[config.mk]
export PLATFORM = sky130hd
export DESIGN_NAME = kick_sound_main
export DESIGN_NICKNAME = d
export VERILOG_FILES = /design/src/design/kick_pkg.sv /design/src/design/kick_bus.sv /design/src/design/kick_psg.sv /design/src/design/kick_mixer.sv /design/src/design/kick_sound_main.sv
export VERILOG_INCLUDE_DIRS = /design/src /design/src/design
export SDC_FILE = /design/constraint.sdc
export NUM_CORES = 1
export LEC_CHECK = 0
export ABC_AREA = 1
export BUFFER_PORTS_ARGS = -buffer_cell sky130_fd_sc_hd__clkbuf_2
export CORE_ASPECT_RATIO = 1.1
export CORE_UTILIZATION = 45
export DETAILED_ROUTE_END_ITERATION = 6
export PLACE_DENSITY = 0.66
export SETUP_SLACK_MARGIN = 0.2
export SYNTH_ARGS = -nofsm -noshare
export SYNTH_HDL_FRONTEND = slang
export SYNTH_SLANG_ARGS = --single-unit
[constraint.sdc]
create_clock -name clk -period 5.53 [get_ports clk]
set_clock_uncertainty 0.2 [all_clocks]
set_input_delay 0.2765 -clock clk [delete_from_list [all_inputs] [get_ports clk]]
set_output_delay 0.2765 -clock clk [all_outputs]
set_load 0.02 [all_outputs]
[src/design/kick_consts.svh]
`ifndef KICK_CONSTS_SVH
`define KICK_CONSTS_SVH

// Address map, upper bits pick the region and bits 10:8 the sub-port
`define KICK_BASE_MASK     16'hf800   // Region compare on bits 15:11
`define KICK_PORT_MASK     16'hff00   // Sub-port compare adds bits 10:8

`define KICK_IOW_ADDR      16'h0000   // flip, irq enable
`define KICK_TI2_ADDR      16'h0300   // Generator 2 write strobe
`define KICK_TI1_ADDR      16'h0400   // Generator 1 write strobe
`define KICK_DIP_ADDR      16'h0500   // Bit 0 picks dipsw_a or dipsw_b
`define KICK_IN_BASE       16'h0700   // Bits 1:0 pick the cabinet port
`define KICK_TIDATA2_BASE  16'h0800
`define KICK_TIDATA1_BASE  16'h1000
`define KICK_COLOR_BASE    16'h1800
`define KICK_VSCR_BASE     16'h2000

// Sound levels
`define KICK_VOL_STEP      16         // Tone level per unit of loudness
`define KICK_MIX_GAIN      8'h40      // 4.4 fixed point, x4.0
`define KICK_PEAK_LEVEL    4096

`endif

[src/design/kick_pkg.sv]
package kick_pkg;

    // Chip-select regions of the CPU address map
    typedef enum logic [3:0] {
        region_none,
        region_iow,
        region_in,
        region_dip,
        region_tidata1,
        region_tidata2,
        region_ti1,
        region_ti2,
        region_color,
        region_vscr
    } kick_region_e;

    // Generator register select, bits 6:4 of a latch byte
    typedef enum logic [2:0] {
        reg_tone0 = 3'd0,
        reg_att0  = 3'd1,
        reg_tone1 = 3'd2,
        reg_att1  = 3'd3,
        reg_tone2 = 3'd4,
        reg_att2  = 3'd5,
        reg_noise = 3'd6,
        reg_att3  = 3'd7
    } psg_reg_e;

    typedef logic [7:0] kick_byte_t;

    // Sum of three tone levels, at most 3 x 15 x 16
    typedef logic [9:0] psg_level_t;

    typedef logic signed [15:0] snd_t;

endpackage

[src/design/kick_bus.sv]
`timescale 1ns/1ns
`include "kick_consts.svh"

module kick_bus (
    input  logic                clk,
    input  logic                rst,
    input  logic [15:0]         addr,
    input  logic                rnw,
    input  kick_pkg::kick_byte_t cpu_dout,
    input  logic                bus_cen,
    input  logic [1:0]          start_button,
    input  logic [1:0]          coin_input,
    input  logic [5:0]          joystick1,
    input  logic [5:0]          joystick2,
    input  logic                service,
    input  kick_pkg::kick_byte_t dipsw_a,
    input  kick_pkg::kick_byte_t dipsw_b,
    input  logic [3:0]          dipsw_c,
    input  logic                dip_pause,
    input  logic                gfx_irqn,
    output kick_pkg::kick_byte_t cpu_din,
    output logic                flip,
    output logic [2:0]          pal_sel,
    output kick_pkg::kick_byte_t vpos,
    output logic                irq_n,
    output kick_pkg::kick_byte_t ti1_data,
    output kick_pkg::kick_byte_t ti2_data,
    output logic                ti1_we,
    output logic                ti2_we
);

    kick_pkg::kick_region_e region;
    kick_pkg::kick_byte_t   cabinet;
    kick_pkg::kick_byte_t   rd_val;
    logic                   wr, rd;
    logic                   irq_en;
    logic                   irq_flag;
    logic                   gfx_irqn_l;   // Last sampled gfx_irqn
    logic                   irq_fall;

    assign wr = bus_cen & ~rnw;
    assign rd = bus_cen &  rnw;

    always_comb begin
        region = kick_pkg::region_none;     // ROM, RAM and video fall here
        if ((addr & `KICK_PORT_MASK) == `KICK_IOW_ADDR)          region = kick_pkg::region_iow;
        else if ((addr & `KICK_PORT_MASK) == `KICK_TI2_ADDR)     region = kick_pkg::region_ti2;
        else if ((addr & `KICK_PORT_MASK) == `KICK_TI1_ADDR)     region = kick_pkg::region_ti1;
        else if ((addr & `KICK_PORT_MASK) == `KICK_DIP_ADDR)     region = kick_pkg::region_dip;
        else if ((addr & `KICK_PORT_MASK) == `KICK_IN_BASE)      region = kick_pkg::region_in;
        else if ((addr & `KICK_BASE_MASK) == `KICK_TIDATA2_BASE) region = kick_pkg::region_tidata2;
        else if ((addr & `KICK_BASE_MASK) == `KICK_TIDATA1_BASE) region = kick_pkg::region_tidata1;
        else if ((addr & `KICK_BASE_MASK) == `KICK_COLOR_BASE)   region = kick_pkg::region_color;
        else if ((addr & `KICK_BASE_MASK) == `KICK_VSCR_BASE)    region = kick_pkg::region_vscr;
    end

    // Cabinet ports, inputs are already active low
    always_comb begin
        case (addr[1:0])
            2'd0: cabinet = {4'hf, dipsw_c};
            2'd1: cabinet = {2'b11, joystick2[5:4], joystick2[2], joystick2[3],
                             joystick2[0], joystick2[1]};
            2'd2: cabinet = {2'b11, joystick1[5:4], joystick1[2], joystick1[3],
                             joystick1[0], joystick1[1]};
            default: cabinet = {3'b111, start_button, service, coin_input};
        endcase
        case (region)
            kick_pkg::region_in:  rd_val = cabinet;
            kick_pkg::region_dip: rd_val = addr[0] ? dipsw_b : dipsw_a;
            default:              rd_val = 8'hff;
        endcase
    end

    always_ff @(posedge clk) begin
        if (rd) cpu_din <= rd_val;
        if (wr && region == kick_pkg::region_tidata1) ti1_data <= cpu_dout;
        if (wr && region == kick_pkg::region_tidata2) ti2_data <= cpu_dout;
    end

    always_ff @(posedge clk, posedge rst) begin
        if (rst) begin
            flip    <= 1'b0;
            irq_en  <= 1'b0;
            pal_sel <= 3'd0;
            vpos    <= 8'd0;
            ti1_we  <= 1'b0;
            ti2_we  <= 1'b0;
        end else begin
            if (wr && region == kick_pkg::region_iow) begin
                flip   <= cpu_dout[0];
                irq_en <= cpu_dout[2];
            end
            if (wr && region == kick_pkg::region_color) pal_sel <= cpu_dout[2:0];
            if (wr && region == kick_pkg::region_vscr)  vpos    <= cpu_dout;
            ti1_we <= wr && region == kick_pkg::region_ti1;   // One-cycle pulse
            ti2_we <= wr && region == kick_pkg::region_ti2;
        end
    end

    // Interrupt flip-flop on the falling edge of gfx_irqn
    assign irq_fall = gfx_irqn_l & ~gfx_irqn;

    always_ff @(posedge clk, posedge rst) begin
        if (rst) begin
            gfx_irqn_l <= 1'b1;
            irq_flag   <= 1'b0;
        end else begin
            gfx_irqn_l <= gfx_irqn;
            if (!irq_en)
                irq_flag <= 1'b0;                 // Acknowledge by clearing enable
            else if (irq_fall && dip_pause)
                irq_flag <= 1'b1;
        end
    end

    assign irq_n = ~(irq_flag & irq_en & dip_pause);

endmodule

[src/design/kick_psg.sv]
`timescale 1ns/1ns
`include "kick_consts.svh"

module kick_psg (
    input  logic                 clk,
    input  logic                 rst,
    input  logic                 psg_cen,
    input  logic                 we,
    input  kick_pkg::kick_byte_t din,
    output kick_pkg::psg_level_t level
);

    logic [9:0]          period [3];
    logic [3:0]          att    [3];
    logic [9:0]          cnt    [3];
    logic [2:0]          tone;          // Square outputs of the three channels
    kick_pkg::psg_reg_e  last_reg;      // Target of a data byte
    kick_pkg::psg_reg_e  op;

    assign op = kick_pkg::psg_reg_e'(din[6:4]);

    // Register protocol
    always_ff @(posedge clk, posedge rst) begin
        if (rst) begin
            last_reg <= kick_pkg::reg_tone0;
            for (int i = 0; i < 3; i++) begin
                period[i] <= 10'd0;
                att[i]    <= 4'hf;       // Silent
            end
        end else if (we) begin
            if (din[7]) begin
                last_reg <= op;
                case (op)
                    kick_pkg::reg_tone0: period[0][3:0] <= din[3:0];
                    kick_pkg::reg_tone1: period[1][3:0] <= din[3:0];
                    kick_pkg::reg_tone2: period[2][3:0] <= din[3:0];
                    kick_pkg::reg_att0:  att[0] <= din[3:0];
                    kick_pkg::reg_att1:  att[1] <= din[3:0];
                    kick_pkg::reg_att2:  att[2] <= din[3:0];
                    default: ;                  // No noise channel
                endcase
            end else begin
                // Upper period bits of the last tone selected
                case (last_reg)
                    kick_pkg::reg_tone0: period[0][9:4] <= din[5:0];
                    kick_pkg::reg_tone1: period[1][9:4] <= din[5:0];
                    kick_pkg::reg_tone2: period[2][9:4] <= din[5:0];
                    default: ;
                endcase
            end
        end
    end

    // Tone counters
    // A count of 1 or 0 reloads, so period 0 acts as 1
    always_ff @(posedge clk, posedge rst) begin
        if (rst) begin
            tone <= 3'd0;
            for (int i = 0; i < 3; i++) begin
                cnt[i] <= 10'd0;
            end
        end else if (psg_cen) begin
            for (int i = 0; i < 3; i++) begin
                if (cnt[i] <= 10'd1) begin
                    cnt[i]  <= period[i];
                    tone[i] <= ~tone[i];
                end else begin
                    cnt[i]  <= cnt[i] - 10'd1;
                end
            end
        end
    end

    always_comb begin
        level = '0;
        for (int i = 0; i < 3; i++) begin
            if (tone[i])
                level = level + kick_pkg::psg_level_t'((15 - att[i]) * `KICK_VOL_STEP);
        end
    end

endmodule

[src/design/kick_mixer.sv]
`timescale 1ns/1ns
`include "kick_consts.svh"

module kick_mixer (
    input  logic                 clk,
    input  logic                 rst,
    input  kick_pkg::psg_level_t level0,
    input  kick_pkg::psg_level_t level1,
    output kick_pkg::snd_t       snd,
    output logic                 peak
);

    logic [10:0]    sum;
    logic [19:0]    prod;
    logic [15:0]    scaled;         // Gain applied, still unsigned
    kick_pkg::snd_t snd_next;

    assign sum  = {1'b0, level0} + {1'b0, level1};
    assign prod = 20'(sum) * 20'(`KICK_MIX_GAIN);

    // Drop the four fraction bits of the 4.4 gain
    assign scaled = prod[19:4];

    always_comb begin
        if (scaled > 16'h7fff)
            snd_next = 16'sh7fff;          // Clip at positive full scale
        else
            snd_next = kick_pkg::snd_t'(scaled);
    end

    always_ff @(posedge clk, posedge rst) begin
        if (rst) begin
            snd  <= '0;
            peak <= 1'b0;
        end else begin
            snd  <= snd_next;
            peak <= snd_next >= 16'(`KICK_PEAK_LEVEL);
        end
    end

endmodule

[src/design/kick_sound_main.sv]
`timescale 1ns/1ns

module kick_sound_main (
    input  logic                 clk,
    input  logic                 rst,
    // CPU bus
    input  logic [15:0]          addr,
    input  logic                 rnw,
    input  kick_pkg::kick_byte_t cpu_dout,
    input  logic                 bus_cen,
    input  logic                 psg_cen,
    // Cabinet
    input  logic [1:0]           start_button,
    input  logic [1:0]           coin_input,
    input  logic [5:0]           joystick1,
    input  logic [5:0]           joystick2,
    input  logic                 service,
    input  kick_pkg::kick_byte_t dipsw_a,
    input  kick_pkg::kick_byte_t dipsw_b,
    input  logic [3:0]           dipsw_c,
    input  logic                 dip_pause,
    input  logic                 gfx_irqn,
    output kick_pkg::kick_byte_t cpu_din,
    output logic                 flip,
    output logic [2:0]           pal_sel,
    output kick_pkg::kick_byte_t vpos,
    output logic                 irq_n,
    output kick_pkg::snd_t       snd,
    output logic                 peak
);

    kick_pkg::kick_byte_t ti1_data, ti2_data;
    logic                 ti1_we, ti2_we;
    kick_pkg::psg_level_t ti1_level, ti2_level;

    kick_bus u_bus (
        .clk          (clk),
        .rst          (rst),
        .addr         (addr),
        .rnw          (rnw),
        .cpu_dout     (cpu_dout),
        .bus_cen      (bus_cen),
        .start_button (start_button),
        .coin_input   (coin_input),
        .joystick1    (joystick1),
        .joystick2    (joystick2),
        .service      (service),
        .dipsw_a      (dipsw_a),
        .dipsw_b      (dipsw_b),
        .dipsw_c      (dipsw_c),
        .dip_pause    (dip_pause),
        .gfx_irqn     (gfx_irqn),
        .cpu_din      (cpu_din),
        .flip         (flip),
        .pal_sel      (pal_sel),
        .vpos         (vpos),
        .irq_n        (irq_n),
        .ti1_data     (ti1_data),
        .ti2_data     (ti2_data),
        .ti1_we       (ti1_we),
        .ti2_we       (ti2_we)
    );

    kick_psg u_psg1 (.clk(clk), .rst(rst), .psg_cen(psg_cen), .we(ti1_we),
                     .din(ti1_data), .level(ti1_level));

    kick_psg u_psg2 (.clk(clk), .rst(rst), .psg_cen(psg_cen), .we(ti2_we),
                     .din(ti2_data), .level(ti2_level));

    kick_mixer u_mixer (
        .clk    (clk),
        .rst    (rst),
        .level0 (ti1_level),
        .level1 (ti2_level),
        .snd    (snd),
        .peak   (peak)
    );

endmodule

==> impl_metrics.xml, run 1 <==
<?xml version="1.0" encoding="UTF-8"?>
<metrics>
  <group name="status">
    <metric name="status" unit="">finished, final reports clean</metric>
  </group>
  <group name="clock_tree">
    <metric name="cts_setup_buffers" unit="">0</metric>
    <metric name="clock_insertion_delay_worst_skew" unit="ns">0.51</metric>
    <metric name="post_cts_resize_count" unit="">0</metric>
    <metric name="clk_root_buffer_cell" unit="">sky130_fd_sc_hd__clkbuf_16</metric>
    <metric name="clkSlewWorstSetupHoldPaths" unit="ns">0.07</metric>
    <metric name="cts_num_sinks" unit="">204</metric>
    <metric name="cts_tree" unit="">built</metric>
    <metric name="htree_num_levels" unit="">1</metric>
    <metric name="holdBufCountCts" unit="">42</metric>
    <metric name="tritoncts.num_buffers" unit="">22</metric>
    <metric name="ctsLongestPathBuffers" unit="">3</metric>
  </group>
  <group name="yosys">
    <metric name="yosys-top-cells-area" unit="">sky130_fd_sc_hd__dfrtp_1, sky130_fd_sc_hd__nand2_1, sky130_fd_sc_hd__edfxtp_1, sky130_fd_sc_hd__dfstp_2, sky130_fd_sc_hd__o21ai_0</metric>
    <metric name="synth_seq_cells" unit="">204</metric>
    <metric name="synth_flop_cell" unit="">sky130_fd_sc_hd__dfrtp_1</metric>
    <metric name="synth_largest_area_cell" unit="">sky130_fd_sc_hd__dfrtp_1</metric>
    <metric name="sequential_element_share_of_the_synthesized_area" unit="%">47.3</metric>
    <metric name="postSynthAreaPerCell" unit="um^2">8.28</metric>
    <metric name="synth_edf_count" unit="">24</metric>
    <metric name="async_flop_share" unit="%">88.2</metric>
    <metric name="syn-cell-area" unit="um^2">11100</metric>
    <metric name="synthCells" unit="">1342</metric>
    <metric name="synth_largest_type_area_fraction" unit="%">34.9</metric>
    <metric name="synth_cell_types" unit="">47</metric>
    <metric name="synth.yosys.warnings" unit="">0</metric>
  </group>
  <group name="finish">
    <metric name="final_area" unit="um^2">13000</metric>
    <metric name="area.growth.synth_to_final" unit="%">16.6</metric>
    <metric name="fin_nets" unit="">1584</metric>
    <metric name="total_inserted_antenna_cells" unit="">0</metric>
    <metric name="proportion_of_layout_cells_with_a_drive_suffix_above_1" unit="%">15.2</metric>
  </group>
  <group name="place">
    <metric name="placedInstanceArea" unit="um^2">11800</metric>
    <metric name="preCtsSetupSlack" unit="ns">1.56</metric>
    <metric name="gp_routability_congestion" unit="">0.830</metric>
    <metric name="place.detailed.hpwl" unit="um">16700</metric>
    <metric name="io_buffer_count" unit="">90</metric>
  </group>
  <group name="global_routing">
    <metric name="overflow" unit="">0</metric>
    <metric name="grt_usage" unit="%">20.0</metric>
    <metric name="grt_start_max_net_pins" unit="">111</metric>
    <metric name="via_count_of_the_first_global_routing_pass" unit="">8829</metric>
    <metric name="wire_length_of_the_first_global_routing_pass" unit="um">42700</metric>
    <metric name="antenna_found_initial" unit="">0</metric>
  </group>
  <group name="floorplanning">
    <metric name="starting_density" unit="%">46.5</metric>
    <metric name="die-width" unit="um">152</metric>
    <metric name="die_height" unit="um">167</metric>
    <metric name="fp.coreArea" unit="um^2">23900</metric>
    <metric name="boundaryPins" unit="">106</metric>
    <metric name="die_area" unit="um^2">25300</metric>
    <metric name="placement_rows" unit="">59</metric>
  </group>
  <group name="power">
    <metric name="comb_power_share" unit="%">43.3</metric>
    <metric name="power.share.switching" unit="%">40.1</metric>
    <metric name="leakage" unit="nW">6.23</metric>
    <metric name="p_seq_share" unit="%">32.6</metric>
    <metric name="internal_power" unit="mW">3.81</metric>
    <metric name="ir_worst_vdd" unit="uV">496</metric>
    <metric name="power_density" unit="nW/um^2">490</metric>
    <metric name="net-switching-power" unit="mW">2.54</metric>
    <metric name="power.clock.fraction" unit="%">24.0</metric>
  </group>
  <group name="drt">
    <metric name="detail_route.vias_per_cell" unit="">5.02</metric>
    <metric name="avgRoutedWirePerCell" unit="um">13.8</metric>
    <metric name="drt_pass1_iterations" unit="">5</metric>
    <metric name="detail_route.drc_violations" unit="">0</metric>
    <metric name="dr.first_iter.drc_count" unit="">527</metric>
    <metric name="routed_wirelength" unit="um">24700</metric>
    <metric name="postRouteAntennaNets" unit="">0</metric>
    <metric name="via_count" unit="">9031</metric>
  </group>
  <group name="critical_path">
    <metric name="critPathKind" unit="">reg -&gt; reg</metric>
    <metric name="critical_path.reg2reg.endpoint" unit="">u_mixer.peak$_DFF_PP0_</metric>
    <metric name="timing.rr.start" unit="">u_psg1.tone[0]$_DFFE_PP0P_</metric>
    <metric name="timing.critical_path.max_delay_family" unit="">adder cells</metric>
    <metric name="rr_worst_depth" unit="">17</metric>
    <metric name="worst-endpoint-arrival" unit="ns">4.22</metric>
    <metric name="critPathRequiredTime" unit="ns">5.73</metric>
    <metric name="critPathMaxStageDelay" unit="ns">0.42</metric>
    <metric name="setup_crit_start_kind" unit="">flop</metric>
    <metric name="cp_max_fo" unit="">5</metric>
    <metric name="regToRegSetupSlack" unit="ns">1.51</metric>
    <metric name="ordered_cell_list_for_the_critical_path" unit="">inv_1, nor2_1, ha_1, inv_1, fa_1, xor2_1, o21ai_0, ha_1, a21oi_1, nand2_1, xor2_1, o21ai_0, ha_1, a21oi_1, o21ai_0, a21oi_1, o21bai_1</metric>
    <metric name="crit_start" unit="">u_psg1.tone[0]$_DFFE_PP0P_</metric>
    <metric name="critical_path.slowest_cell" unit="">sky130_fd_sc_hd__fa_1</metric>
    <metric name="cp.buffers_inverters" unit="">2</metric>
    <metric name="kind_of_end_point_of_the_critical_path" unit="">flop</metric>
  </group>
  <group name="timing">
    <metric name="fin_crit_sh" unit="%">72.6</metric>
    <metric name="layout_min_cycle_time" unit="ns">4.02</metric>
    <metric name="final-setup-viol-count" unit="">0</metric>
    <metric name="relSlewSlack" unit="%">34.4</metric>
    <metric name="worst_slew_pin_slew" unit="ns">0.984</metric>
    <metric name="timing_max_transition_violations_final" unit="">0</metric>
    <metric name="setup_ws" unit="ns">1.51</metric>
    <metric name="report.final.hold_viol_count" unit="">0</metric>
    <metric name="total_negative_slack" unit="ns">0</metric>
    <metric name="fmax" unit="GHz">0.249</metric>
    <metric name="unrepaired_setup_endpoints_after_global_routing" unit="">false</metric>
  </group>
  <group name="job">
    <metric name="drv.max_cap_violation_count" unit="">0</metric>
  </group>
  <group name="hold_path">
    <metric name="worst_hold_path.endpoint" unit="">u_bus.vpos[3]$_DFFE_PP0P_</metric>
    <metric name="hp-start" unit="">addr[12]</metric>
    <metric name="timing.hold.worst_path_depth" unit="">5</metric>
    <metric name="timing.hold.worst.class" unit="">in -&gt; reg</metric>
  </group>
</metrics>
==> layer usage <==
metal  share of wire [%]  global-route usage (%)  routed length, um
met5                   0                       0                  0
met4                 1.5                    5.17                365
met3                 4.1                    2.84               1010
met2                  47                    33.0              11700
met1                  47                    27.6              11700
==> tightest hold or removal path, cell delays in order <==
cell and delay, ns:
sky130_fd_sc_hd__clkbuf_2 0.11, sky130_fd_sc_hd__nor2_4 0.06, sky130_fd_sc_hd__nand4_4 0.10, sky130_fd_sc_hd__o21ai_0 0.08, sky130_fd_sc_hd__nand2_1 0.06
==> kinds of logic (layout without fill, tap and decap cells) <==
group,Yosys count,in the layout,synth area share (%)
other cells,1,9,0.0337
compound gates,184,184,8.88
buf+inv,152,295,5.96
simple gates,720,720,29.5
flops,204,204,47.3
fa+ha+maj,39,39,4.73
xor+xnor,42,42,3.58
==> stage by stage <==
stage / cells / power [mW] / hold slack (ns) / util [%]
5_1_grt: 1798 / 6.87 / 0.0512 / 54.2
3_5_place_dp: 1716 / 4.77 / 0.176 / 49.3
3_3_place_gp: 1716 / 4.70 / 0.175 / 49.3
4_1_cts: 1798 / 6.38 / 0.00412 / 54.2
2_1_floorplan: 1350 / 4.22 / 0.0810 / -
6_report: 1798 / 6.35 / 0.0255 / 54.2
==> power by group through the flow <==
stage	registers, mW	logic, mW	clock network (mW)
after floorplan	2.08	2.14	0
after global placement	2.09	2.61	0
after detailed placement	2.09	2.68	0
after CTS	2.07	2.75	1.55
after global routing	2.11	3.14	1.62
final	2.07	2.75	1.53
==> Yosys cell counts, types with 2 or more instances <==
cell type	n
sky130_fd_sc_hd__a21o_1	2
sky130_fd_sc_hd__a21oi_1	20
sky130_fd_sc_hd__a31oi_1	3
sky130_fd_sc_hd__and2_1	4
sky130_fd_sc_hd__buf_2	7
sky130_fd_sc_hd__buf_4	12
sky130_fd_sc_hd__buf_6	2
sky130_fd_sc_hd__clkbuf_1	8
sky130_fd_sc_hd__dfrtp_1	155
sky130_fd_sc_hd__dfstp_2	25
sky130_fd_sc_hd__edfxtp_1	24
sky130_fd_sc_hd__fa_1	5
sky130_fd_sc_hd__ha_1	34
sky130_fd_sc_hd__inv_1	115
sky130_fd_sc_hd__inv_2	3
sky130_fd_sc_hd__nand2_1	442
sky130_fd_sc_hd__nand2_2	12
sky130_fd_sc_hd__nand2_4	12
sky130_fd_sc_hd__nand3_1	88
sky130_fd_sc_hd__nand3b_1	9
sky130_fd_sc_hd__nand4_1	12
sky130_fd_sc_hd__nor2_1	98
sky130_fd_sc_hd__nor2_2	13
sky130_fd_sc_hd__nor2_4	15
sky130_fd_sc_hd__nor2_8	5
sky130_fd_sc_hd__nor3_1	6
sky130_fd_sc_hd__o211ai_1	13
sky130_fd_sc_hd__o21ai_0	120
sky130_fd_sc_hd__o21ai_1	17
sky130_fd_sc_hd__o21ai_2	3
sky130_fd_sc_hd__o21bai_1	2
sky130_fd_sc_hd__o22ai_1	2
sky130_fd_sc_hd__xnor2_1	15
sky130_fd_sc_hd__xor2_1	23
sky130_fd_sc_hd__xor2_2	4
==> layout by cell type (no fill, tap or decap), types with 24 or more instances in the layout <==
| cell type | count |
|---|---|
| sky130_fd_sc_hd__edfxtp_1 | 24 |
| sky130_fd_sc_hd__ha_1 | 34 |
| sky130_fd_sc_hd__nand3_1 | 88 |
| sky130_fd_sc_hd__inv_1 | 114 |
| sky130_fd_sc_hd__dlygate4sd3_1 | 42 |
| sky130_fd_sc_hd__clkbuf_2 | 90 |
| sky130_fd_sc_hd__nor2_1 | 98 |
| sky130_fd_sc_hd__dfrtp_1 | 155 |
| sky130_fd_sc_hd__nand2_1 | 442 |
| sky130_fd_sc_hd__dfstp_2 | 25 |
| sky130_fd_sc_hd__o21ai_0 | 120 |
==> final cells by class <==
cell class              instances  area, um^2
clock inverters                11         143
flip-flops and latches        204        5260
inverters                     121         465
fillers                      2217       11000
well taps                     305         382
multi-input cells             994        5230
clock buffers                  29         607
repair buffers                134         886
==> how the worst max path moves through the flow <==
stage                                        end  slack [ns]  cells after the start
final                     u_mixer.peak$_DFF_PP0_        1.51                     17
after global routing      u_mixer.peak$_DFF_PP0_        1.36                     17
after floorplan           u_bus.flip$_DFFE_PP0P_        0.21                      1
after detailed placement  u_mixer.peak$_DFF_PP0_        1.56                     17
after global placement    u_mixer.peak$_DFF_PP0_        1.70                     17
after CTS                 u_mixer.peak$_DFF_PP0_        1.55                     17
Note: power is estimated with default switching activity, not from simulation.
==> inputs of run 2 (changes only) <==
==> constraint.sdc (replaced) <==
create_clock -name clk -period 3.58 [get_ports clk]
set_clock_uncertainty 0.2 [all_clocks]
set_input_delay 0.179 -clock clk [delete_from_list [all_inputs] [get_ports clk]]
set_output_delay 0.179 -clock clk [all_outputs]
set_load 0.02 [all_outputs]
==> run 2 against run 1 <==
Sequential power grew 55%. Clock power grew 66%. Flip-flop and latch count is the same. Highest routed layer unchanged. Combinational power grew 83%. Largest power group unchanged. Worst setup slack lost 1.3 ns. Worst hold slack gained 0.0035 ns. Critical path type unchanged. Critical path depth grew 3.
==> impl_metrics.xml, run 2 (synthesized netlist as in run 1, its figures left out) <==
<?xml version="1.0" encoding="UTF-8"?>
<metrics>
  <group name="power">
    <metric name="ir_worst_vdd" unit="uV">862</metric>
    <metric name="internal_power" unit="mW">6.55</metric>
    <metric name="power.clock.fraction" unit="%">23.6</metric>
    <metric name="leakage" unit="nW">6.41</metric>
    <metric name="power.total" unit="mW">10.8</metric>
    <metric name="p_seq_share" unit="%">29.8</metric>
    <metric name="power_density" unit="nW/um^2">800</metric>
    <metric name="comb_power_share" unit="%">46.6</metric>
    <metric name="net-switching-power" unit="mW">4.22</metric>
    <metric name="power.share.switching" unit="%">39.2</metric>
  </group>
  <group name="finish">
    <metric name="area.sequential" unit="um^2">5260</metric>
    <metric name="proportion_of_layout_cells_with_a_drive_suffix_above_1" unit="%">18.7</metric>
    <metric name="combined_area_of_the_multi_input_logic_cells" unit="um^2">5370</metric>
    <metric name="mostFrequentLayoutCell" unit="">sky130_fd_sc_hd__nand2_1</metric>
    <metric name="area.growth.synth_to_final" unit="%">21.1</metric>
    <metric name="fin_nets" unit="">1617</metric>
    <metric name="layout.cells.most_common_list" unit="">sky130_fd_sc_hd__nand2_1, sky130_fd_sc_hd__dfrtp_1, sky130_fd_sc_hd__o21ai_0</metric>
    <metric name="finalCoreUtilization" unit="%">56.3</metric>
    <metric name="total_inserted_antenna_cells" unit="">0</metric>
    <metric name="n_fill_cell" unit="">2147</metric>
  </group>
  <group name="place">
    <metric name="io_buffer_count" unit="">90</metric>
    <metric name="gp_routability_congestion" unit="">0.847</metric>
    <metric name="place.detailed.hpwl" unit="um">16900</metric>
  </group>
  <group name="timing">
    <metric name="fmax" unit="GHz">0.293</metric>
    <metric name="relSlewSlack" unit="%">49.8</metric>
    <metric name="hold_ws" unit="ns">0.0290</metric>
    <metric name="report.final.hold_viol_count" unit="">0</metric>
    <metric name="layout_min_cycle_time" unit="ns">3.41</metric>
    <metric name="fin_crit_sh" unit="%">95.4</metric>
    <metric name="timing_max_transition_violations_final" unit="">0</metric>
    <metric name="worst_slew_pin_slew" unit="ns">0.753</metric>
    <metric name="unrepaired_setup_endpoints_after_global_routing" unit="">true</metric>
    <metric name="final-setup-viol-count" unit="">0</metric>
  </group>
  <group name="global_routing">
    <metric name="grt_util_met2" unit="%">34.2</metric>
    <metric name="met3_usage" unit="%">3.64</metric>
    <metric name="grt_start_max_net_pins" unit="">111</metric>
    <metric name="overflow" unit="">0</metric>
    <metric name="wire_length_of_the_first_global_routing_pass" unit="um">42900</metric>
    <metric name="via_count_of_the_first_global_routing_pass" unit="">9050</metric>
    <metric name="antenna_found_initial" unit="">0</metric>
    <metric name="groute.layer.met1.usage" unit="%">26.9</metric>
    <metric name="grt_usage" unit="%">20.2</metric>
    <metric name="most_used_routing_layer" unit="">met2</metric>
  </group>
  <group name="drt">
    <metric name="via_count" unit="">9107</metric>
    <metric name="avgRoutedWirePerCell" unit="um">13.8</metric>
    <metric name="drt_pass1_iterations" unit="">5</metric>
    <metric name="routed_wirelength" unit="um">25300</metric>
    <metric name="detail_route.drc_violations" unit="">0</metric>
    <metric name="detail_route.vias_per_cell" unit="">4.97</metric>
    <metric name="dr.first_iter.drc_count" unit="">519</metric>
    <metric name="postRouteAntennaNets" unit="">0</metric>
  </group>
  <group name="clock_tree">
    <metric name="tritoncts.num_buffers" unit="">22</metric>
    <metric name="ctsLongestPathBuffers" unit="">3</metric>
    <metric name="cts_num_sinks" unit="">204</metric>
    <metric name="htree_num_levels" unit="">1</metric>
    <metric name="clk_root_buffer_cell" unit="">sky130_fd_sc_hd__clkbuf_16</metric>
    <metric name="clkSlewWorstSetupHoldPaths" unit="ns">0.07</metric>
    <metric name="clock_insertion_delay_worst_skew" unit="ns">0.51</metric>
    <metric name="cts_tree" unit="">built</metric>
  </group>
  <group name="floorplanning">
    <metric name="fp.coreArea" unit="um^2">23900</metric>
    <metric name="die_height" unit="um">167</metric>
    <metric name="placement_rows" unit="">59</metric>
    <metric name="starting_density" unit="%">46.5</metric>
    <metric name="die_area" unit="um^2">25300</metric>
    <metric name="die-width" unit="um">152</metric>
    <metric name="boundaryPins" unit="">106</metric>
  </group>
  <group name="critical_path">
    <metric name="ordered_cell_list_for_the_critical_path" unit="">inv_2, buf_4, nor2_2, ha_1, a21oi_2, nand2_1, nand2_1, nand3_1, and2_1, ha_1, inv_1, nor2_1, o21ai_1, xor2_1, ha_1, nand2_1, inv_1, nand4_1, nand3_1, xor2_1</metric>
    <metric name="setup_crit_start_kind" unit="">flop</metric>
    <metric name="worst-endpoint-arrival" unit="ns">3.62</metric>
    <metric name="cp.buffers_inverters" unit="">4</metric>
    <metric name="kind_of_end_point_of_the_critical_path" unit="">flop</metric>
    <metric name="timing.critical_path.max_delay_family" unit="">adder cells</metric>
    <metric name="critical_path.slowest_cell" unit="">sky130_fd_sc_hd__dfrtp_1</metric>
    <metric name="critPathKind" unit="">reg -&gt; reg</metric>
    <metric name="cp_max_fo" unit="">4</metric>
    <metric name="critPathMaxStageDelay" unit="ns">0.39</metric>
    <metric name="regToRegSetupSlack" unit="ns">0.17</metric>
    <metric name="critPathRequiredTime" unit="ns">3.78</metric>
  </group>
  <group name="hold_path">
    <metric name="timing.hold.worst.class" unit="">in -&gt; reg</metric>
  </group>
  <group name="job">
    <metric name="drv.max_cap_violation_count" unit="">0</metric>
  </group>
  <group name="status">
    <metric name="status" unit="">finished, final reports clean</metric>
  </group>
</metrics>
[run 2: cell types whose count changed in the layout (fill, tap and decap cells not counted), moves of 7 or more]
| cell | previous run | this run |
|---|---|---|
| sky130_fd_sc_hd__dlygate4sd3_1 | 42 | 52 |
| sky130_fd_sc_hd__a21oi_1 | 20 | 12 |
| sky130_fd_sc_hd__buf_4 | 2 | 23 |
| sky130_fd_sc_hd__o21ai_0 | 120 | 113 |
| sky130_fd_sc_hd__a21oi_2 | 1 | 8 |
[run 2: layout make-up]
class / count / share of cell area [%]
timing repair buffer: 167 / 8.73
inverter: 121 / 3.45
clock inverter: 15 / 1.63
multi-input combinational: 994 / 39.9
clock buffer: 25 / 4.41
sequential: 204 / 39.0
tap: 305 / 2.83
[run 2: worst min-delay path, stage by stage]
cell	delay (ns)
sky130_fd_sc_hd__clkbuf_2	0.13
sky130_fd_sc_hd__inv_6	0.22
sky130_fd_sc_hd__nand2_1	0.13
sky130_fd_sc_hd__nand2_1	0.05
[run 2: per-stage QoR]
stage / worst slack [ns] / area, um^2 / instances / setup TNS, ns
global route: -0.0345 / 13500 / 1831 / -0.0515
detailed placement: -0.0871 / 11800 / 1721 / -0.154
finish: 0.166 / 13500 / 1831 / 0
global placement: 0.0638 / 11800 / 1721 / 0
CTS: 0.172 / 13300 / 1825 / 0
floorplan: 0.207 / 11100 / 1350 / 0
[run 2: repair_timing]
action | in CTS | in global routing
hold endpoints to repair | 76 | 1
setup buffers | 12 | 6
pin swaps | 22 | 28
hold buffers | 52 | 1
gates resized for setup | 22 | 22
endpoints found under the setup margin | 4 | 5
[run 2: path summary, 6_finish.rpt]
| check | start | end | cells after the start |
|---|---|---|---|
| min in group asynchronous | rst | u_psg1.cnt[21]$_DFFE_PP0P_ | 3 |
| worst min register to register | u_psg2.period[3]$_DFFE_PP0P_ | u_psg2.cnt[3]$_DFFE_PP0P_ | 2 |
| max in group asynchronous | rst | u_psg1.tone[0]$_DFFE_PP0P_ | 4 |
| worst max-delay path | u_psg1.tone[0]$_DFFE_PP0P_ | u_mixer.snd[11]$_DFF_PP0_ | 20 |
| worst min-delay path | psg_cen | u_psg2.cnt[27]$_DFFE_PP0P_ | 4 |
| worst max register to register | u_psg1.tone[0]$_DFFE_PP0P_ | u_mixer.snd[11]$_DFF_PP0_ | 20 |
[run 2: routing by layer]
layer | part of all wire, % | vias up
li1 | - | 4649
met1 | 46 | 4222
met2 | 47 | 195
met3 | 5.2 | 41
met4 | 1.7 | 0
met5 | 0 | -
[run 2: power by group through the flow]
stage	clock (mW)	combinational, mW	sequential [mW]
global placement	0	4.06	3.24
finish	2.54	5.02	3.21
floorplan	0	3.32	3.21
CTS	2.59	4.63	3.21
detailed placement	0	4.20	3.24
global route	2.68	5.64	3.27
==> inputs of run 3 (changes only) <==
--- a/config.mk
+++ b/config.mk
@@ -6,9 +6,9 @@
 export SDC_FILE = /design/constraint.sdc
 export NUM_CORES = 1
 export LEC_CHECK = 0
-export ABC_AREA = 1
+export ABC_AREA = 0
 export BUFFER_PORTS_ARGS = -buffer_cell sky130_fd_sc_hd__clkbuf_2
-export CORE_ASPECT_RATIO = 1.1
+export CORE_ASPECT_RATIO = 0.9
 export CORE_UTILIZATION = 45
 export DETAILED_ROUTE_END_ITERATION = 6
 export PLACE_DENSITY = 0.66
==> run 3 against run 2 <==
Via count down 14%. Power down 26%. Clock power down 8.7%. Register-to-register slack about the same. Core utilization down 0.46 points. Count of clock-buffer cells in the layout up 4. Routed wire length down 9.1%. Sequential share of layout area up 2.4 points. Die area down 5.1%. Sequential power down 2%. Maximum frequency down 0.26%. Worst hold slack worse by 0.0091 ns. Highest routed layer unchanged.
==> impl_metrics.xml, run 3 <==
<?xml version="1.0" encoding="UTF-8"?>
<metrics>
  <group name="yosys">
    <metric name="synth_most_common_cell" unit="">sky130_fd_sc_hd__dfrtp_1</metric>
    <metric name="async_flop_share" unit="%">88.2</metric>
    <metric name="synth.cells.most_frequent" unit="">sky130_fd_sc_hd__dfrtp_1, sky130_fd_sc_hd__mux2_2, sky130_fd_sc_hd__nand2_1</metric>
    <metric name="synth_edf_count" unit="">24</metric>
    <metric name="synthCells" unit="">987</metric>
    <metric name="synth_cell_types" unit="">66</metric>
    <metric name="synth_largest_type_area_fraction" unit="%">36.8</metric>
    <metric name="synth_largest_area_cell" unit="">sky130_fd_sc_hd__dfrtp_1</metric>
    <metric name="synth_seq_cells" unit="">204</metric>
    <metric name="synth_flop_cell" unit="">sky130_fd_sc_hd__dfrtp_1</metric>
    <metric name="yosys-top-cells-area" unit="">sky130_fd_sc_hd__dfrtp_1, sky130_fd_sc_hd__mux2_2, sky130_fd_sc_hd__edfxtp_1, sky130_fd_sc_hd__dfstp_2, sky130_fd_sc_hd__ha_1</metric>
    <metric name="sequential_element_share_of_the_synthesized_area" unit="%">49.9</metric>
    <metric name="syn-cell-area" unit="um^2">10500</metric>
    <metric name="synth.yosys.warnings" unit="">0</metric>
    <metric name="postSynthAreaPerCell" unit="um^2">10.7</metric>
  </group>
  <group name="floorplanning">
    <metric name="starting_density" unit="%">46.4</metric>
    <metric name="die_height" unit="um">147</metric>
    <metric name="die_area" unit="um^2">24000</metric>
    <metric name="fp.coreArea" unit="um^2">22700</metric>
    <metric name="die-width" unit="um">163</metric>
    <metric name="placement_rows" unit="">52</metric>
    <metric name="boundaryPins" unit="">106</metric>
  </group>
  <group name="global_routing">
    <metric name="grt_usage" unit="%">19.9</metric>
    <metric name="grt_start_max_net_pins" unit="">131</metric>
    <metric name="overflow" unit="">0</metric>
    <metric name="via_count_of_the_first_global_routing_pass" unit="">7806</metric>
    <metric name="wire_length_of_the_first_global_routing_pass" unit="um">38800</metric>
    <metric name="antenna_found_initial" unit="">0</metric>
  </group>
  <group name="timing">
    <metric name="timing_max_transition_violations_final" unit="">0</metric>
    <metric name="fmax" unit="GHz">0.292</metric>
    <metric name="layout_min_cycle_time" unit="ns">3.42</metric>
    <metric name="report.final.hold_viol_count" unit="">0</metric>
    <metric name="total_negative_slack" unit="ns">0</metric>
    <metric name="worst_slew_pin_slew" unit="ns">1.04</metric>
    <metric name="unrepaired_setup_endpoints_after_global_routing" unit="">true</metric>
    <metric name="fin_crit_sh" unit="%">95.6</metric>
    <metric name="final-setup-viol-count" unit="">0</metric>
    <metric name="relSlewSlack" unit="%">30.1</metric>
  </group>
  <group name="power">
    <metric name="power_density" unit="nW/um^2">632</metric>
    <metric name="power.clock.fraction" unit="%">28.9</metric>
    <metric name="power.share.switching" unit="%">32.7</metric>
    <metric name="leakage" unit="nW">5.73</metric>
    <metric name="p_seq_share" unit="%">39.3</metric>
    <metric name="ir_worst_vdd" unit="uV">527</metric>
    <metric name="comb_power_share" unit="%">31.8</metric>
    <metric name="power.total" unit="mW">8.01</metric>
    <metric name="net-switching-power" unit="mW">2.62</metric>
    <metric name="internal_power" unit="mW">5.39</metric>
  </group>
  <group name="hold_path">
    <metric name="hp-start" unit="">bus_cen</metric>
    <metric name="timing.hold.worst.class" unit="">in -&gt; reg</metric>
  </group>
  <group name="clock_tree">
    <metric name="cts_num_sinks" unit="">204</metric>
    <metric name="tritoncts.num_buffers" unit="">23</metric>
    <metric name="ctsLongestPathBuffers" unit="">3</metric>
    <metric name="clk_root_buffer_cell" unit="">sky130_fd_sc_hd__clkbuf_16</metric>
    <metric name="clkSlewWorstSetupHoldPaths" unit="ns">0.06</metric>
    <metric name="htree_num_levels" unit="">1</metric>
    <metric name="cts_tree" unit="">built</metric>
    <metric name="clock_insertion_delay_worst_skew" unit="ns">0.52</metric>
  </group>
  <group name="critical_path">
    <metric name="crit_start" unit="">u_psg2.att[8]$_DFFE_PP1P_</metric>
    <metric name="timing.rr.start" unit="">u_psg2.att[8]$_DFFE_PP1P_</metric>
    <metric name="critPathRequiredTime" unit="ns">3.81</metric>
    <metric name="kind_of_end_point_of_the_critical_path" unit="">flop</metric>
    <metric name="worst-endpoint-arrival" unit="ns">3.65</metric>
    <metric name="critPathKind" unit="">reg -&gt; reg</metric>
    <metric name="setup_crit_start_kind" unit="">flop</metric>
    <metric name="cp_max_fo" unit="">3</metric>
  </group>
  <group name="drt">
    <metric name="detail_route.drc_violations" unit="">0</metric>
    <metric name="postRouteAntennaNets" unit="">0</metric>
    <metric name="drt_pass1_iterations" unit="">4</metric>
    <metric name="avgRoutedWirePerCell" unit="um">15.9</metric>
    <metric name="routed_wirelength" unit="um">23000</metric>
    <metric name="dr.first_iter.drc_count" unit="">487</metric>
    <metric name="detail_route.vias_per_cell" unit="">5.40</metric>
    <metric name="via_count" unit="">7791</metric>
  </group>
  <group name="finish">
    <metric name="area.growth.synth_to_final" unit="%">20.2</metric>
    <metric name="layout.cells.most_common_list" unit="">sky130_fd_sc_hd__dfrtp_1, sky130_fd_sc_hd__mux2_2, sky130_fd_sc_hd__clkbuf_2</metric>
    <metric name="proportion_of_layout_cells_with_a_drive_suffix_above_1" unit="%">28.2</metric>
    <metric name="mostFrequentLayoutCell" unit="">sky130_fd_sc_hd__dfrtp_1</metric>
    <metric name="fin_nets" unit="">1236</metric>
    <metric name="n_fill_cell" unit="">1913</metric>
    <metric name="total_inserted_antenna_cells" unit="">0</metric>
  </group>
  <group name="place">
    <metric name="place.detailed.hpwl" unit="um">15400</metric>
    <metric name="io_buffer_count" unit="">90</metric>
    <metric name="gp_routability_congestion" unit="">0.827</metric>
  </group>
  <group name="status">
    <metric name="status" unit="">finished, final reports clean</metric>
  </group>
  <group name="job">
    <metric name="drv.max_cap_violation_count" unit="">0</metric>
  </group>
</metrics>
## run 3: per-stage QoR
stage | std cells | cell area [um^2] | hold WS [ns] | setup slack [ns] | utilization (%)
4_1_cts | 1440 | 12600 | 0.00382 | 0.107 | 55.6
2_1_floorplan | 995 | 10600 | -0.0165 | 0.183 | -
3_5_place_dp | 1349 | 11300 | 0.0798 | 0.0137 | 49.9
5_1_grt | 1443 | 12700 | 0.0115 | 0.0143 | 55.8
3_3_place_gp | 1349 | 11300 | 0.0787 | 0.0540 | 49.9
6_report | 1443 | 12700 | 0.0199 | 0.157 | 55.8
## run 3: repair_timing
action,4_1_cts,5_1_grt
hold buffers,45,0
pin swaps,24,7
buffers inserted,4,3
hold endpoints to repair,196,0
endpoints found under the setup margin,3,5
gates resized for setup,14,8
## run 3: power groups by stage
stage	clock network [mW]	registers (mW)	logic [mW]
after floorplan	0	3.11	1.74
after CTS	2.37	3.14	2.41
after global routing	2.47	3.22	2.89
after detailed placement	0	3.17	2.21
final	2.32	3.15	2.55
after global placement	0	3.16	2.14
## run 3: layer usage
layer / vias up / track usage (%) / routed length [um]
met2: 176 / 31.6 / 10500
met1: 3802 / 28.2 / 11000
li1: 3782 / - / -
met3: 31 / 3.50 / 1090
met4: 0 / 4.39 / 361
met5: - / 0 / 0
## run 3: kinds of logic (layout without fill, tap and decap cells)
| kind of cell | count (synthesis) | after routing | share of synthesized area, % |
|---|---|---|---|
| buf+inv | 107 | 258 | 4.25 |
| mux | 119 | 119 | 13.0 |
| flops | 204 | 204 | 49.9 |
| compound gates | 218 | 218 | 12.4 |
| other cells | 1 | 9 | 0.0356 |
| xor+xnor | 25 | 25 | 2.08 |
| fa+ha+maj | 39 | 39 | 4.98 |
| simple gates | 274 | 274 | 13.3 |
## run 3: worst max-delay path, stage by stage, from the launching register on
cell and delay, ns:
sky130_fd_sc_hd__dfstp_2 0.53, sky130_fd_sc_hd__nor2b_2 0.04, sky130_fd_sc_hd__ha_2 0.19, sky130_fd_sc_hd__fa_1 0.43, sky130_fd_sc_hd__mux2_4 0.30, sky130_fd_sc_hd__inv_2 0.06, sky130_fd_sc_hd__fa_2 0.42, sky130_fd_sc_hd__nand2_1 0.08
sky130_fd_sc_hd__o21a_1 0.18, sky130_fd_sc_hd__ha_4 0.21, sky130_fd_sc_hd__a21o_1 0.16, sky130_fd_sc_hd__a21oi_2 0.16, sky130_fd_sc_hd__o21bai_1 0.08, sky130_fd_sc_hd__a21oi_1 0.17, sky130_fd_sc_hd__xnor2_1 0.13
## run 3: final cells by class
class / instances / area, um^2 / share of cell area (%)
Clock inverter: 13 / 133 / 1.05
Inverter: 64 / 244 / 1.92
Timing Repair Buffer: 152 / 1040 / 8.21
Sequential cell: 204 / 5260 / 41.5
Tap cell: 297 / 372 / 2.93
Clock buffer: 29 / 618 / 4.88
Multi-Input combinational cell: 684 / 5010 / 39.5
## run 3: worst paths after layout
check	slack (ns)	endpoint	depth (start not counted)
worst max-delay path	0.16	u_mixer.snd[11]$_DFF_PP0_	14
worst min-delay path	0.02	u_bus.cpu_din[4]$_DFFE_PP_	2
worst max register to register	0.16	u_mixer.snd[11]$_DFF_PP0_	14
worst min register to register	0.27	u_psg1.last_reg[0]$_DFFE_PP0P_	2
max in group asynchronous	2.43	u_psg2.cnt[10]$_DFFE_PP0P_	4
min in group asynchronous	0.22	u_bus.ti1_we$_DFF_PP0_	4
